## config.mk

```make
export PLATFORM = sky130hd
export DESIGN_NAME = refill_top
export DESIGN_NICKNAME = d
export VERILOG_FILES = /design/src/rtl/refill_pkg.sv /design/src/rtl/ifetch_miss_port.sv /design/src/rtl/dmem_miss_port.sv /design/src/rtl/refill_arbiter.sv /design/src/rtl/refill_top.sv
export SDC_FILE = /design/constraint.sdc
export NUM_CORES = 1
export LEC_CHECK = 0
export BUFFER_PORTS_ARGS = -buffer_cell sky130_fd_sc_hd__buf_2
export CAP_MARGIN = 10
export CORE_ASPECT_RATIO = 1.4
export CORE_UTILIZATION = 51
export DETAILED_ROUTE_END_ITERATION = 10
export GPL_ROUTABILITY_DRIVEN = 0
export PLACE_DENSITY = 0.8
export SLEW_MARGIN = 0
export SYNTH_ARGS = -nofsm -noshare
export SYNTH_HDL_FRONTEND = slang
export SYNTH_SLANG_ARGS = --single-unit
export TNS_END_PERCENT = 50
```

## constraint.sdc

```tcl
create_clock -name clk -period 3.9 [get_ports clk]
set_input_delay 0 -clock clk [delete_from_list [all_inputs] [get_ports clk]]
set_output_delay 0 -clock clk [all_outputs]
set_load 0.01 [all_outputs]
```

## src/rtl/refill_pkg.sv

```systemverilog
package refill_pkg;

    // byte address on the refill bus
    typedef logic [31:0] addr_t;

    // one Wishbone data word
    typedef logic [31:0] word_t;

    // carried unchanged from miss request to response
    typedef logic [3:0] txn_id_t;

    // access size of a data miss
    typedef logic [1:0] size_t;

    localparam size_t SIZE_BYTE = 2'd0;
    localparam size_t SIZE_HALF = 2'd1;
    localparam size_t SIZE_WORD = 2'd2;

    // arbiter grant state
    // data and fetch states also mean the bus cycle is open
    typedef enum logic [1:0] {
        ARB_IDLE  = 2'd0,
        ARB_DATA  = 2'd1,
        ARB_FETCH = 2'd2
    } arb_state_t;

endpackage

```

## src/rtl/ifetch_miss_port.sv

```systemverilog
module ifetch_miss_port #(
    parameter int LINE_WORDS = 4
) (
    input  logic                               clk,
    input  logic                               rst_n,
    input  logic                               miss_valid,
    output logic                               miss_ready,
    input  refill_pkg::addr_t                  miss_addr,
    input  refill_pkg::txn_id_t                miss_id,
    output logic                               resp_valid,
    output refill_pkg::txn_id_t                resp_id,
    output refill_pkg::word_t [LINE_WORDS-1:0] resp_line,
    output logic                               req,
    output refill_pkg::addr_t                  req_addr,
    input  logic                               beat_valid,
    input  refill_pkg::word_t                  beat_data,
    input  logic                               done
);

    localparam int CNT_W = $clog2(LINE_WORDS);
    // byte offset bits inside one line
    localparam int OFS_W = CNT_W + 2;
    localparam refill_pkg::addr_t LINE_MASK = ~refill_pkg::addr_t'((1 << OFS_W) - 1);

    logic                               pending;
    logic                               accept;
    logic [CNT_W-1:0]                   beat_cnt;
    refill_pkg::addr_t                  addr_q;
    refill_pkg::txn_id_t                id_q;
    refill_pkg::word_t [LINE_WORDS-1:0] line_q;

    assign accept = miss_valid & miss_ready;

    // one miss at a time
    assign miss_ready = !pending;
    assign req        = pending;
    assign req_addr   = addr_q;
    assign resp_id    = id_q;
    assign resp_line  = line_q;

    always_ff @(posedge clk or negedge rst_n) begin
        if (!rst_n) begin
            pending    <= 1'b0;
            resp_valid <= 1'b0;
            beat_cnt   <= '0;
        end else begin
            resp_valid <= 1'b0;
            if (accept) begin
                pending  <= 1'b1;
                beat_cnt <= '0;
            end else if (beat_valid) begin
                beat_cnt <= beat_cnt + CNT_W'(1);
            end
            // final beat drops the request and responds next cycle
            if (done) begin
                pending    <= 1'b0;
                resp_valid <= 1'b1;
            end
        end
    end

    // request fields and line buffer
    always_ff @(posedge clk) begin
        if (accept) begin
            addr_q <= miss_addr & LINE_MASK;
            id_q   <= miss_id;
        end
        // beats arrive in address order from the line base
        if (beat_valid) begin
            line_q[beat_cnt] <= beat_data;
        end
    end

endmodule

```

## src/rtl/dmem_miss_port.sv

```systemverilog
module dmem_miss_port (
    input  logic                clk,
    input  logic                rst_n,
    input  logic                miss_valid,
    output logic                miss_ready,
    input  refill_pkg::addr_t   miss_addr,
    input  refill_pkg::size_t   miss_size,
    input  refill_pkg::txn_id_t miss_id,
    output logic                resp_valid,
    output refill_pkg::txn_id_t resp_id,
    output refill_pkg::word_t   resp_data,
    output logic                req,
    output refill_pkg::addr_t   req_addr,
    input  logic                beat_valid,
    input  refill_pkg::word_t   beat_data,
    input  logic                done
);

    logic                pending;
    logic                accept;
    refill_pkg::addr_t   addr_q;
    logic [1:0]          ofs_q;
    refill_pkg::size_t   size_q;
    refill_pkg::txn_id_t id_q;
    refill_pkg::word_t   shifted;
    refill_pkg::word_t   lane_data;

    assign accept = miss_valid & miss_ready;

    assign miss_ready = !pending;
    assign req        = pending;
    assign req_addr   = addr_q;
    assign resp_id    = id_q;

    // move the addressed byte lane down to bit 0
    // bytes beyond the word boundary are simply lost
    always_comb begin
        shifted = beat_data >> {ofs_q, 3'b000};
        case (size_q)
            refill_pkg::SIZE_BYTE: lane_data = {24'd0, shifted[7:0]};
            refill_pkg::SIZE_HALF: lane_data = {16'd0, shifted[15:0]};
            default:               lane_data = shifted;
        endcase
    end

    always_ff @(posedge clk or negedge rst_n) begin
        if (!rst_n) begin
            pending    <= 1'b0;
            resp_valid <= 1'b0;
        end else begin
            resp_valid <= 1'b0;
            if (accept) begin
                pending <= 1'b1;
            end
            // done comes with the single beat
            if (done) begin
                pending    <= 1'b0;
                resp_valid <= 1'b1;
            end
        end
    end

    always_ff @(posedge clk) begin
        if (accept) begin
            // word aligned for the bus and offset kept for extraction
            addr_q <= {miss_addr[31:2], 2'b00};
            ofs_q  <= miss_addr[1:0];
            size_q <= miss_size;
            id_q   <= miss_id;
        end
        if (beat_valid) begin
            resp_data <= lane_data;
        end
    end

endmodule

```

## src/rtl/refill_arbiter.sv

```systemverilog
module refill_arbiter #(
    parameter int LINE_WORDS = 4
) (
    input  logic              clk,
    input  logic              rst_n,
    input  logic              fetch_req,
    input  refill_pkg::addr_t fetch_addr,
    input  logic              data_req,
    input  refill_pkg::addr_t data_addr,
    output logic              fetch_beat_valid,
    output logic              fetch_done,
    output logic              data_beat_valid,
    output logic              data_done,
    output refill_pkg::word_t beat_data,
    output logic              wb_cyc,
    output logic              wb_stb,
    output refill_pkg::addr_t wb_adr,
    input  refill_pkg::word_t wb_dat_i,
    input  logic              wb_ack
);

    localparam int CNT_W = $clog2(LINE_WORDS);
    localparam logic [CNT_W-1:0] LAST_CNT = CNT_W'(LINE_WORDS - 1);

    refill_pkg::arb_state_t state;
    refill_pkg::arb_state_t state_nxt;
    logic [CNT_W-1:0]       beat_cnt;
    refill_pkg::addr_t      adr_q;
    logic                   grant_data;
    logic                   grant_fetch;
    logic                   beat_ack;
    logic                   last_beat;

    assign grant_data  = (state == refill_pkg::ARB_DATA);
    assign grant_fetch = (state == refill_pkg::ARB_FETCH);

    // cyc and stb held for the whole grant
    assign wb_cyc = grant_data | grant_fetch;
    assign wb_stb = wb_cyc;
    assign wb_adr = adr_q;

    assign beat_ack = wb_stb & wb_ack;

    // data is always a single beat
    assign last_beat = grant_data | (beat_cnt == LAST_CNT);

    // only the granted port sees the returned beat
    assign beat_data        = wb_dat_i;
    assign data_beat_valid  = grant_data & beat_ack;
    assign data_done        = data_beat_valid & last_beat;
    assign fetch_beat_valid = grant_fetch & beat_ack;
    assign fetch_done       = fetch_beat_valid & last_beat;

    always_comb begin
        state_nxt = state;
        case (state)
            refill_pkg::ARB_IDLE: begin
                // data first when both wait
                if (data_req) begin
                    state_nxt = refill_pkg::ARB_DATA;
                end else if (fetch_req) begin
                    state_nxt = refill_pkg::ARB_FETCH;
                end
            end
            refill_pkg::ARB_DATA,
            refill_pkg::ARB_FETCH: begin
                if (beat_ack && last_beat) begin
                    state_nxt = refill_pkg::ARB_IDLE;
                end
            end
            default: begin
                state_nxt = refill_pkg::ARB_IDLE;
            end
        endcase
    end

    always_ff @(posedge clk or negedge rst_n) begin
        if (!rst_n) begin
            state    <= refill_pkg::ARB_IDLE;
            beat_cnt <= '0;
        end else begin
            state <= state_nxt;
            if (state == refill_pkg::ARB_IDLE) begin
                beat_cnt <= '0;
            end else if (beat_ack) begin
                beat_cnt <= beat_cnt + CNT_W'(1);
            end
        end
    end

    // bus address loaded at grant and stepped one word per ack
    always_ff @(posedge clk) begin
        if (state == refill_pkg::ARB_IDLE) begin
            if (data_req) begin
                adr_q <= data_addr;
            end else if (fetch_req) begin
                adr_q <= fetch_addr;
            end
        end else if (beat_ack) begin
            adr_q <= adr_q + 32'd4;
        end
    end

endmodule

```

## src/rtl/refill_top.sv

```systemverilog
module refill_top #(
    parameter int LINE_WORDS = 4
) (
    input  logic                               clk,
    input  logic                               rst_n,
    // instruction line misses
    input  logic                               if_miss_valid,
    output logic                               if_miss_ready,
    input  refill_pkg::addr_t                  if_miss_addr,
    input  refill_pkg::txn_id_t                if_miss_id,
    output logic                               if_resp_valid,
    output refill_pkg::txn_id_t                if_resp_id,
    output refill_pkg::word_t [LINE_WORDS-1:0] if_resp_line,
    // data word misses
    input  logic                               dm_miss_valid,
    output logic                               dm_miss_ready,
    input  refill_pkg::addr_t                  dm_miss_addr,
    input  refill_pkg::size_t                  dm_miss_size,
    input  refill_pkg::txn_id_t                dm_miss_id,
    output logic                               dm_resp_valid,
    output refill_pkg::txn_id_t                dm_resp_id,
    output refill_pkg::word_t                  dm_resp_data,
    // shared Wishbone read master
    output logic                               wb_cyc,
    output logic                               wb_stb,
    output refill_pkg::addr_t                  wb_adr,
    input  refill_pkg::word_t                  wb_dat_i,
    input  logic                               wb_ack
);

    logic              if_req;
    refill_pkg::addr_t if_req_addr;
    logic              if_beat_valid;
    logic              if_done;
    logic              dm_req;
    refill_pkg::addr_t dm_req_addr;
    logic              dm_beat_valid;
    logic              dm_done;
    refill_pkg::word_t beat_data;

    ifetch_miss_port #(
        .LINE_WORDS(LINE_WORDS)
    ) u_ifetch (
        .clk        (clk),
        .rst_n      (rst_n),
        .miss_valid (if_miss_valid),
        .miss_ready (if_miss_ready),
        .miss_addr  (if_miss_addr),
        .miss_id    (if_miss_id),
        .resp_valid (if_resp_valid),
        .resp_id    (if_resp_id),
        .resp_line  (if_resp_line),
        .req        (if_req),
        .req_addr   (if_req_addr),
        .beat_valid (if_beat_valid),
        .beat_data  (beat_data),
        .done       (if_done)
    );

    dmem_miss_port u_dmem (
        .clk        (clk),
        .rst_n      (rst_n),
        .miss_valid (dm_miss_valid),
        .miss_ready (dm_miss_ready),
        .miss_addr  (dm_miss_addr),
        .miss_size  (dm_miss_size),
        .miss_id    (dm_miss_id),
        .resp_valid (dm_resp_valid),
        .resp_id    (dm_resp_id),
        .resp_data  (dm_resp_data),
        .req        (dm_req),
        .req_addr   (dm_req_addr),
        .beat_valid (dm_beat_valid),
        .beat_data  (beat_data),
        .done       (dm_done)
    );

    refill_arbiter #(
        .LINE_WORDS(LINE_WORDS)
    ) u_arb (
        .clk              (clk),
        .rst_n            (rst_n),
        .fetch_req        (if_req),
        .fetch_addr       (if_req_addr),
        .data_req         (dm_req),
        .data_addr        (dm_req_addr),
        .fetch_beat_valid (if_beat_valid),
        .fetch_done       (if_done),
        .data_beat_valid  (dm_beat_valid),
        .data_done        (dm_done),
        .beat_data        (beat_data),
        .wb_cyc           (wb_cyc),
        .wb_stb           (wb_stb),
        .wb_adr           (wb_adr),
        .wb_dat_i         (wb_dat_i),
        .wb_ack           (wb_ack)
    );

endmodule

```

# --- Word-level counts from Yosys, hierarchy flattened ---
# Index checks and enable logic that the tools add are counted.
classes:
  n_reduce_logical: 13
  bitwise: 9
  muxes: 22
  shifts: 1
  n_lt_le_gt_ge: 2
  add_sub_neg: 3
  eq_ne: 6
ops:
  columns: ["cell", "count"]
  rows:
  - ["32-bit 2-to-1 mux", 5]
  - ["128-bit bitwise mux", 1]
  - ["32-bit demux with 2-bit select", 1]
  - ["32-bit case mux with 2 select lines", 1]
  - ["32-bit by 3-bit adder with 32-bit output (second input constant)", 1]
  - ["32-bit by 5-bit >> shifter with 32-bit output", 1]
  - ["2-bit 2-to-1 mux", 7]
  - ["2-bit nonzero test", 4]
  - ["1-bit AND", 7]
  - ["1-bit 2-to-1 mux", 6]
  - ["2-bit by 1-bit adder with 2-bit output (second input constant)", 2]
  - ["2-bit by 1-bit == test with 1-bit output (second input constant)", 2]
  - ["2-bit == test (second input constant)", 2]
  - ["2-bit zero test", 2]
  - ["2-bit case mux with 2 select lines", 1]
  - ["2-bit AND reduction", 2]
  - ["2-bit by 3-bit less-than comparator with 1-bit output (second input constant)", 1]
  - ["3-bit inequality test (second input constant)", 1]
  - ["2-bit by 1-bit >= comparator with 1-bit output (second input constant)", 1]
  - ["1-bit logical AND", 2]
  - ["1-bit zero test", 2]
  - ["2-bit by 1-bit inequality test with 1-bit output (second input constant)", 1]
  - ["1-bit bitwise OR", 2]
  - ["2-bit OR reduction", 1]
word_totals:
  output_inout_bits: 206
  in_bits: 111
  regBits: 272
  word_cells: 75

# --- Longest topological paths before layout ---
depth:
  word_depth: 6
  ltp_mapped: 7
  depth_no_buf: 6

# --- Hierarchy ---
# A second synthesis with hierarchy kept.
hier_totals:
  cells_unflattened: 646
  hier_area_um2: 10774.1
modules_own_cells:
  columns: ["module", "seq_area_each_um2", "instances", "cells_each", "area_each_um2"]
  rows:
  - ["ifetch_miss_port", 4904.7, 1, 187, 5074.9]
  - ["refill_arbiter", 1061.0, 1, 305, 2856.5]
  - ["dmem_miss_port", 2152.1, 1, 154, 2842.7]

# --- Worst setup path before layout ---
# Ideal clock, no wire load.
synth_timing:
  path_kind: "flip-flop to flip-flop"
  from: "register u_dmem.pending, in the netlist u_dmem.req"
  to: "register u_arb.adr_q[10], in the netlist u_arb.wb_adr[10] (enable)"
  path_stages_with_launch: 6
  setup_ns: 0.432
  path_buffers: 2
  required_time_ns: 3.468
  arrival_ns: 2.753
  setup_slack_ns: 0.716
  path_cell_list: "dfrtp_1 clkbuf_1 buf_1 inv_1 nand2_1 a2bb2oi_1"
synth_via:
  elab_chain_len: 2
synth_rtl:
  columns: ["element", "line_no", "text"]
  rows:
  - ["start: declaration", "dmem_miss_port.sv:19", "logic pending;"]
  - ["start signal: assignment", "dmem_miss_port.sv:48", "pending <= 1'b0;"]
  - ["start signal: assignment", "dmem_miss_port.sv:53", "pending <= 1'b1;"]
  - ["start signal: assignment", "dmem_miss_port.sv:57", "pending <= 1'b0;"]
  - ["3-bit inequality test (no line)", null, null]
  - ["2-bit AND reduction (no line)", null, null]
  - ["end signal: assignment", "refill_arbiter.sv:95", "adr_q <= data_addr;"]
  - ["end signal: assignment", "refill_arbiter.sv:97", "adr_q <= fetch_addr;"]
  - ["end signal: assignment", "refill_arbiter.sv:100", "adr_q <= adr_q + 32'd4;"]
  - ["end: declaration", "refill_arbiter.sv:28", "refill_pkg::addr_t adr_q;"]
# No other way between the ends.
# A chain may end at the register's enable or synchronous reset.

# --- Worst setup path in the final report ---
layout_timing:
  from: "register u_arb.adr_q[5], in the netlist u_arb.wb_adr[5]"
  to: "register u_arb.adr_q[23], in the netlist u_arb.wb_adr[23] (data pin)"
layout_via:
  elab_chain_len: 3
layout_rtl:
  columns: ["element", "line_no", "text"]
  rows:
  - ["32-bit by 3-bit adder with 32-bit output", "refill_arbiter.sv:100", null]
  - ["32-bit 2-to-1 mux", "refill_arbiter.sv:99", "end else if (beat_ack) begin"]
  - ["32-bit 2-to-1 mux", "refill_arbiter.sv:93", "if (state == refill_pkg::ARB_IDLE) begin"]
# No other way between the ends. The select of a mux whose other input is x is not followed.

==> results.sh <==
export IMPL_reg2reg_depth=4
export IMPL_numCtsBuffers=25
export IMPL_outcome="completed"
export IMPL_die_y_um=169.6
export IMPL_start_kind="flip-flop"
export IMPL_worst_clock_skew_ps=18.70
export IMPL_drc=0
export IMPL_post_route_period_util_pct=62.87
export IMPL_critPathCaptureType="flip-flop"
export IMPL_wl_met3_um=2471
export IMPL_synth_top_flop_cell="edfxtp_1"
export IMPL_path_clk_slew_ps=70
export IMPL_layout_drive_gt1_share_pct=35.39
export IMPL_synth_yosys_seq_area_share_pct=78.74
export IMPL_topRoutingLayerUsed="met5"
export IMPL_detailed_place_hpwl_um=15910
export IMPL_rrSetupSlack_ps=1450
export IMPL_io_pins=317
export IMPL_vias=7060
export IMPL_grt_pass1_wl_um=39320
export IMPL_wire_per_inst_um=20.03
export IMPL_die_w_um=121.7
export IMPL_cp_required_ps=4170
export IMPL_cts_tree="built"
export IMPL_setup_viol=0
export IMPL_maxSlewHeadroom_pct=21.35
export IMPL_ctsResizeCount=0
export IMPL_r2r_end="u_arb.wb_adr[23]"
export IMPL_grt_pass1_vias=7083
export IMPL_htree_levels=1
export IMPL_met1Wirelength_um=9307
export IMPL_cpMaxStageDelayCell="or3_1"
export IMPL_dr_pass1_iters=5
export IMPL_crit_chain="nand3_1 > or3_1 > o31a_2 > o31a_1"
export IMPL_nNetsFinal=1155
export IMPL_min_period_ps=2452
export IMPL_coreArea_mm2=0.01944
export IMPL_antenna_found_initial=5
export IMPL_wl_met2_um=13700
export IMPL_crit_type="flip-flop to flip-flop"
export IMPL_synth_edff_count=260
export IMPL_worstPathBufferInverterCount=0
export IMPL_via_per_inst=5.402
export IMPL_crit_cells=4
export IMPL_synthCells=614
export IMPL_cts_sinks=270
export IMPL_rsz0062_at_grt="no"
export IMPL_ant_nets=0
export IMPL_max_cap_violations=0
export IMPL_fp_row_count=60
export IMPL_critPathMaxFanout=16
export IMPL_cp_top_family="simple AND/OR/NAND/NOR gates"
export IMPL_crit_end="u_arb.wb_adr[23]"
export IMPL_postSynthAreaPerCell_um2=16.67
export IMPL_fillCellCount=1187
export IMPL_finalWirelength_um=26180
export IMPL_syn_area_mm2=0.01023
export IMPL_vdd_drop_max_mv=0.5566
export IMPL_startpoint="u_arb.wb_adr[5]"
export IMPL_cpPeakStageDelay_ps=690
export IMPL_area_growth_pct=35.91
export IMPL_tightest_slew_ps=1177
export IMPL_max_freq_mhz=407.8
export IMPL_synth_seq_cells=270
export IMPL_yosys_warnings=0
export IMPL_utilization_pct=71.53
export IMPL_drt_iter0_drc=439
export IMPL_hp_class="input port to flip-flop"
export IMPL_clk_latency_ps=530
export IMPL_async_flop_share_pct=3.704
export IMPL_start_util_pct=52.63
export IMPL_grt_max_degree=44
export IMPL_clock_path_buffers=3
export IMPL_io_buffers=310
export IMPL_p_total_mw=8.545
export IMPL_globalRouteOverflowTotal=0
export IMPL_fin_setup_tns_ps=0
export IMPL_pwr_density_cell_mw_per_mm2=614.4
export IMPL_hold_viol=0
export IMPL_rr_startpoint="u_arb.wb_adr[5]"
export IMPL_die_area_mm2=0.02064
export IMPL_synth_cell_types=43
export IMPL_cts_root_buf="clkbuf_16"
export IMPL_leakage_nw=5.414
export IMPL_track_usage_pct=25.25
export IMPL_holdPathStages=2
export IMPL_slew_viol_final=0
export IMPL_cp_arrival_ps=2730
-- per-layer routing --
metal / up-vias / track usage, %
met1: 3360 / 28.75
met5: - / 0
li1: 3210 / -
met4: 2 / 7.354
met3: 53 / 5.981
met2: 435 / 46.42
-- registers in the layout (all words and copies together), names as in the netlist, 4 cells and up --
name and flops:
u_dmem.resp_data 32, u_dmem.resp_id 4, u_dmem.req_addr 30, u_ifetch.resp_id 4, u_arb.wb_adr 30, u_ifetch.resp_line 128
u_ifetch.req_addr 28
-- per-stage QoR --
stage	instances	hold WS, ps	worst slack (ps)	cell area (um^2)
6_report	1307	176.7	1448	13910
3_5_place_dp	1148	-118.8	1498	12030
3_3_place_gp	1148	-121.5	1556	12030
5_1_grt	1304	172.5	1358	13900
4_1_cts	1302	162.7	1479	13900
2_1_floorplan	615	-295.6	715.9	10240
-- report_power, final --
group          internal, mW  leakage [nW]  switching [mW]
Sequential             3.79          2.50           0.319
Clock                  1.26         0.370            1.09
Combinational         0.793          2.54            1.29
-- worst min path at each step --
stage,startpoint,to,slack [ps]
2_1_floorplan,rst_n,u_arb.beat_cnt[0],-300
3_3_place_gp,rst_n,u_ifetch.resp_valid,-120
3_5_place_dp,rst_n,u_ifetch.resp_valid,-120
4_1_cts,dm_miss_addr[4],u_dmem.req_addr[4],160
5_1_grt,dm_miss_addr[11],u_dmem.req_addr[11],170
6_report,dm_miss_id[2],u_dmem.resp_id[2],180
-- cell usage after synthesis (2+ instances only) --
cell type / instances / area, um^2
o31ai_1: 2 / 15.01
buf_4: 3 / 22.52
xnor2_1: 12 / 105.1
nand4_1: 4 / 25.02
a31oi_1: 4 / 25.02
nor4_1: 13 / 81.33
clkbuf_1: 21 / 78.83
dfrtp_1: 10 / 250.2
nand3_1: 14 / 70.07
and3_1: 8 / 50.05
xor2_1: 2 / 17.52
or4_1: 3 / 22.52
buf_1: 2 / 7.510
o21ai_0: 9 / 45.04
and4_1: 2 / 17.52
edfxtp_1: 260 / 7807
ha_1: 9 / 112.6
a211oi_1: 18 / 135.1
o31a_2: 6 / 60.06
nor2_1: 38 / 142.6
a21oi_1: 28 / 140.1
mux2_2: 3 / 33.78
o31a_1: 15 / 131.4
and2_1: 8 / 50.05
o21a_1: 3 / 22.52
nor2b_1: 21 / 131.4
nand2_1: 33 / 123.9
mux2i_1: 31 / 310.3
or3_1: 4 / 25.02
nor3_1: 4 / 20.02
inv_1: 12 / 45.04
-- cells by family after synthesis --
logic type | share of synthesized area [%]
flip-flops | 78.74
AND/OR/NAND/NOR | 7.923
AO/OA/AOI/OAI | 5.832
buffers and inverters | 1.809
multiplexers | 3.362
XOR/XNOR | 1.198
adder cells (fa/ha/maj) | 1.100
other | 0.03664
-- cell usage in the layout (no fill, tap or decap), drive strengths merged, types with 12 or more instances in the layout --
| cell type | instances |
|---|---|
| nor4 | 13 |
| nand2 | 33 |
| dlygate4sd3 | 108 |
| o31a | 21 |
| a21oi | 28 |
| inv | 15 |
| buf | 314 |
| nor2b | 21 |
| clkbuf | 27 |
| a211oi | 18 |
| xnor2 | 12 |
| nand3 | 14 |
| edfxtp | 260 |
| nor2 | 38 |
| mux2i | 31 |
-- area by class of cell --
| type | instances | area, um^2 | area share, % |
|---|---|---|---|
| timing repair buffer | 422 | 2663 | 19.14 |
| clock buffer | 27 | 633.1 | 4.552 |
| inverter | 12 | 45.04 | 0.3239 |
| tap | 248 | 310.3 | 2.231 |
| antenna | 5 | 12.51 | 0.08996 |
| multi-input combinational | 304 | 2033 | 14.62 |
| clock inverter | 19 | 152.6 | 1.098 |
| sequential | 270 | 8059 | 57.94 |
-- timing repair --
| action | CTS | global route |
|---|---|---|
| hold endpoints to repair | 249 | 0 |
| setup buffers | 0 | 0 |
| hold buffers | 108 | 0 |
No activity file was read; power rests on OpenSTA's default activity.
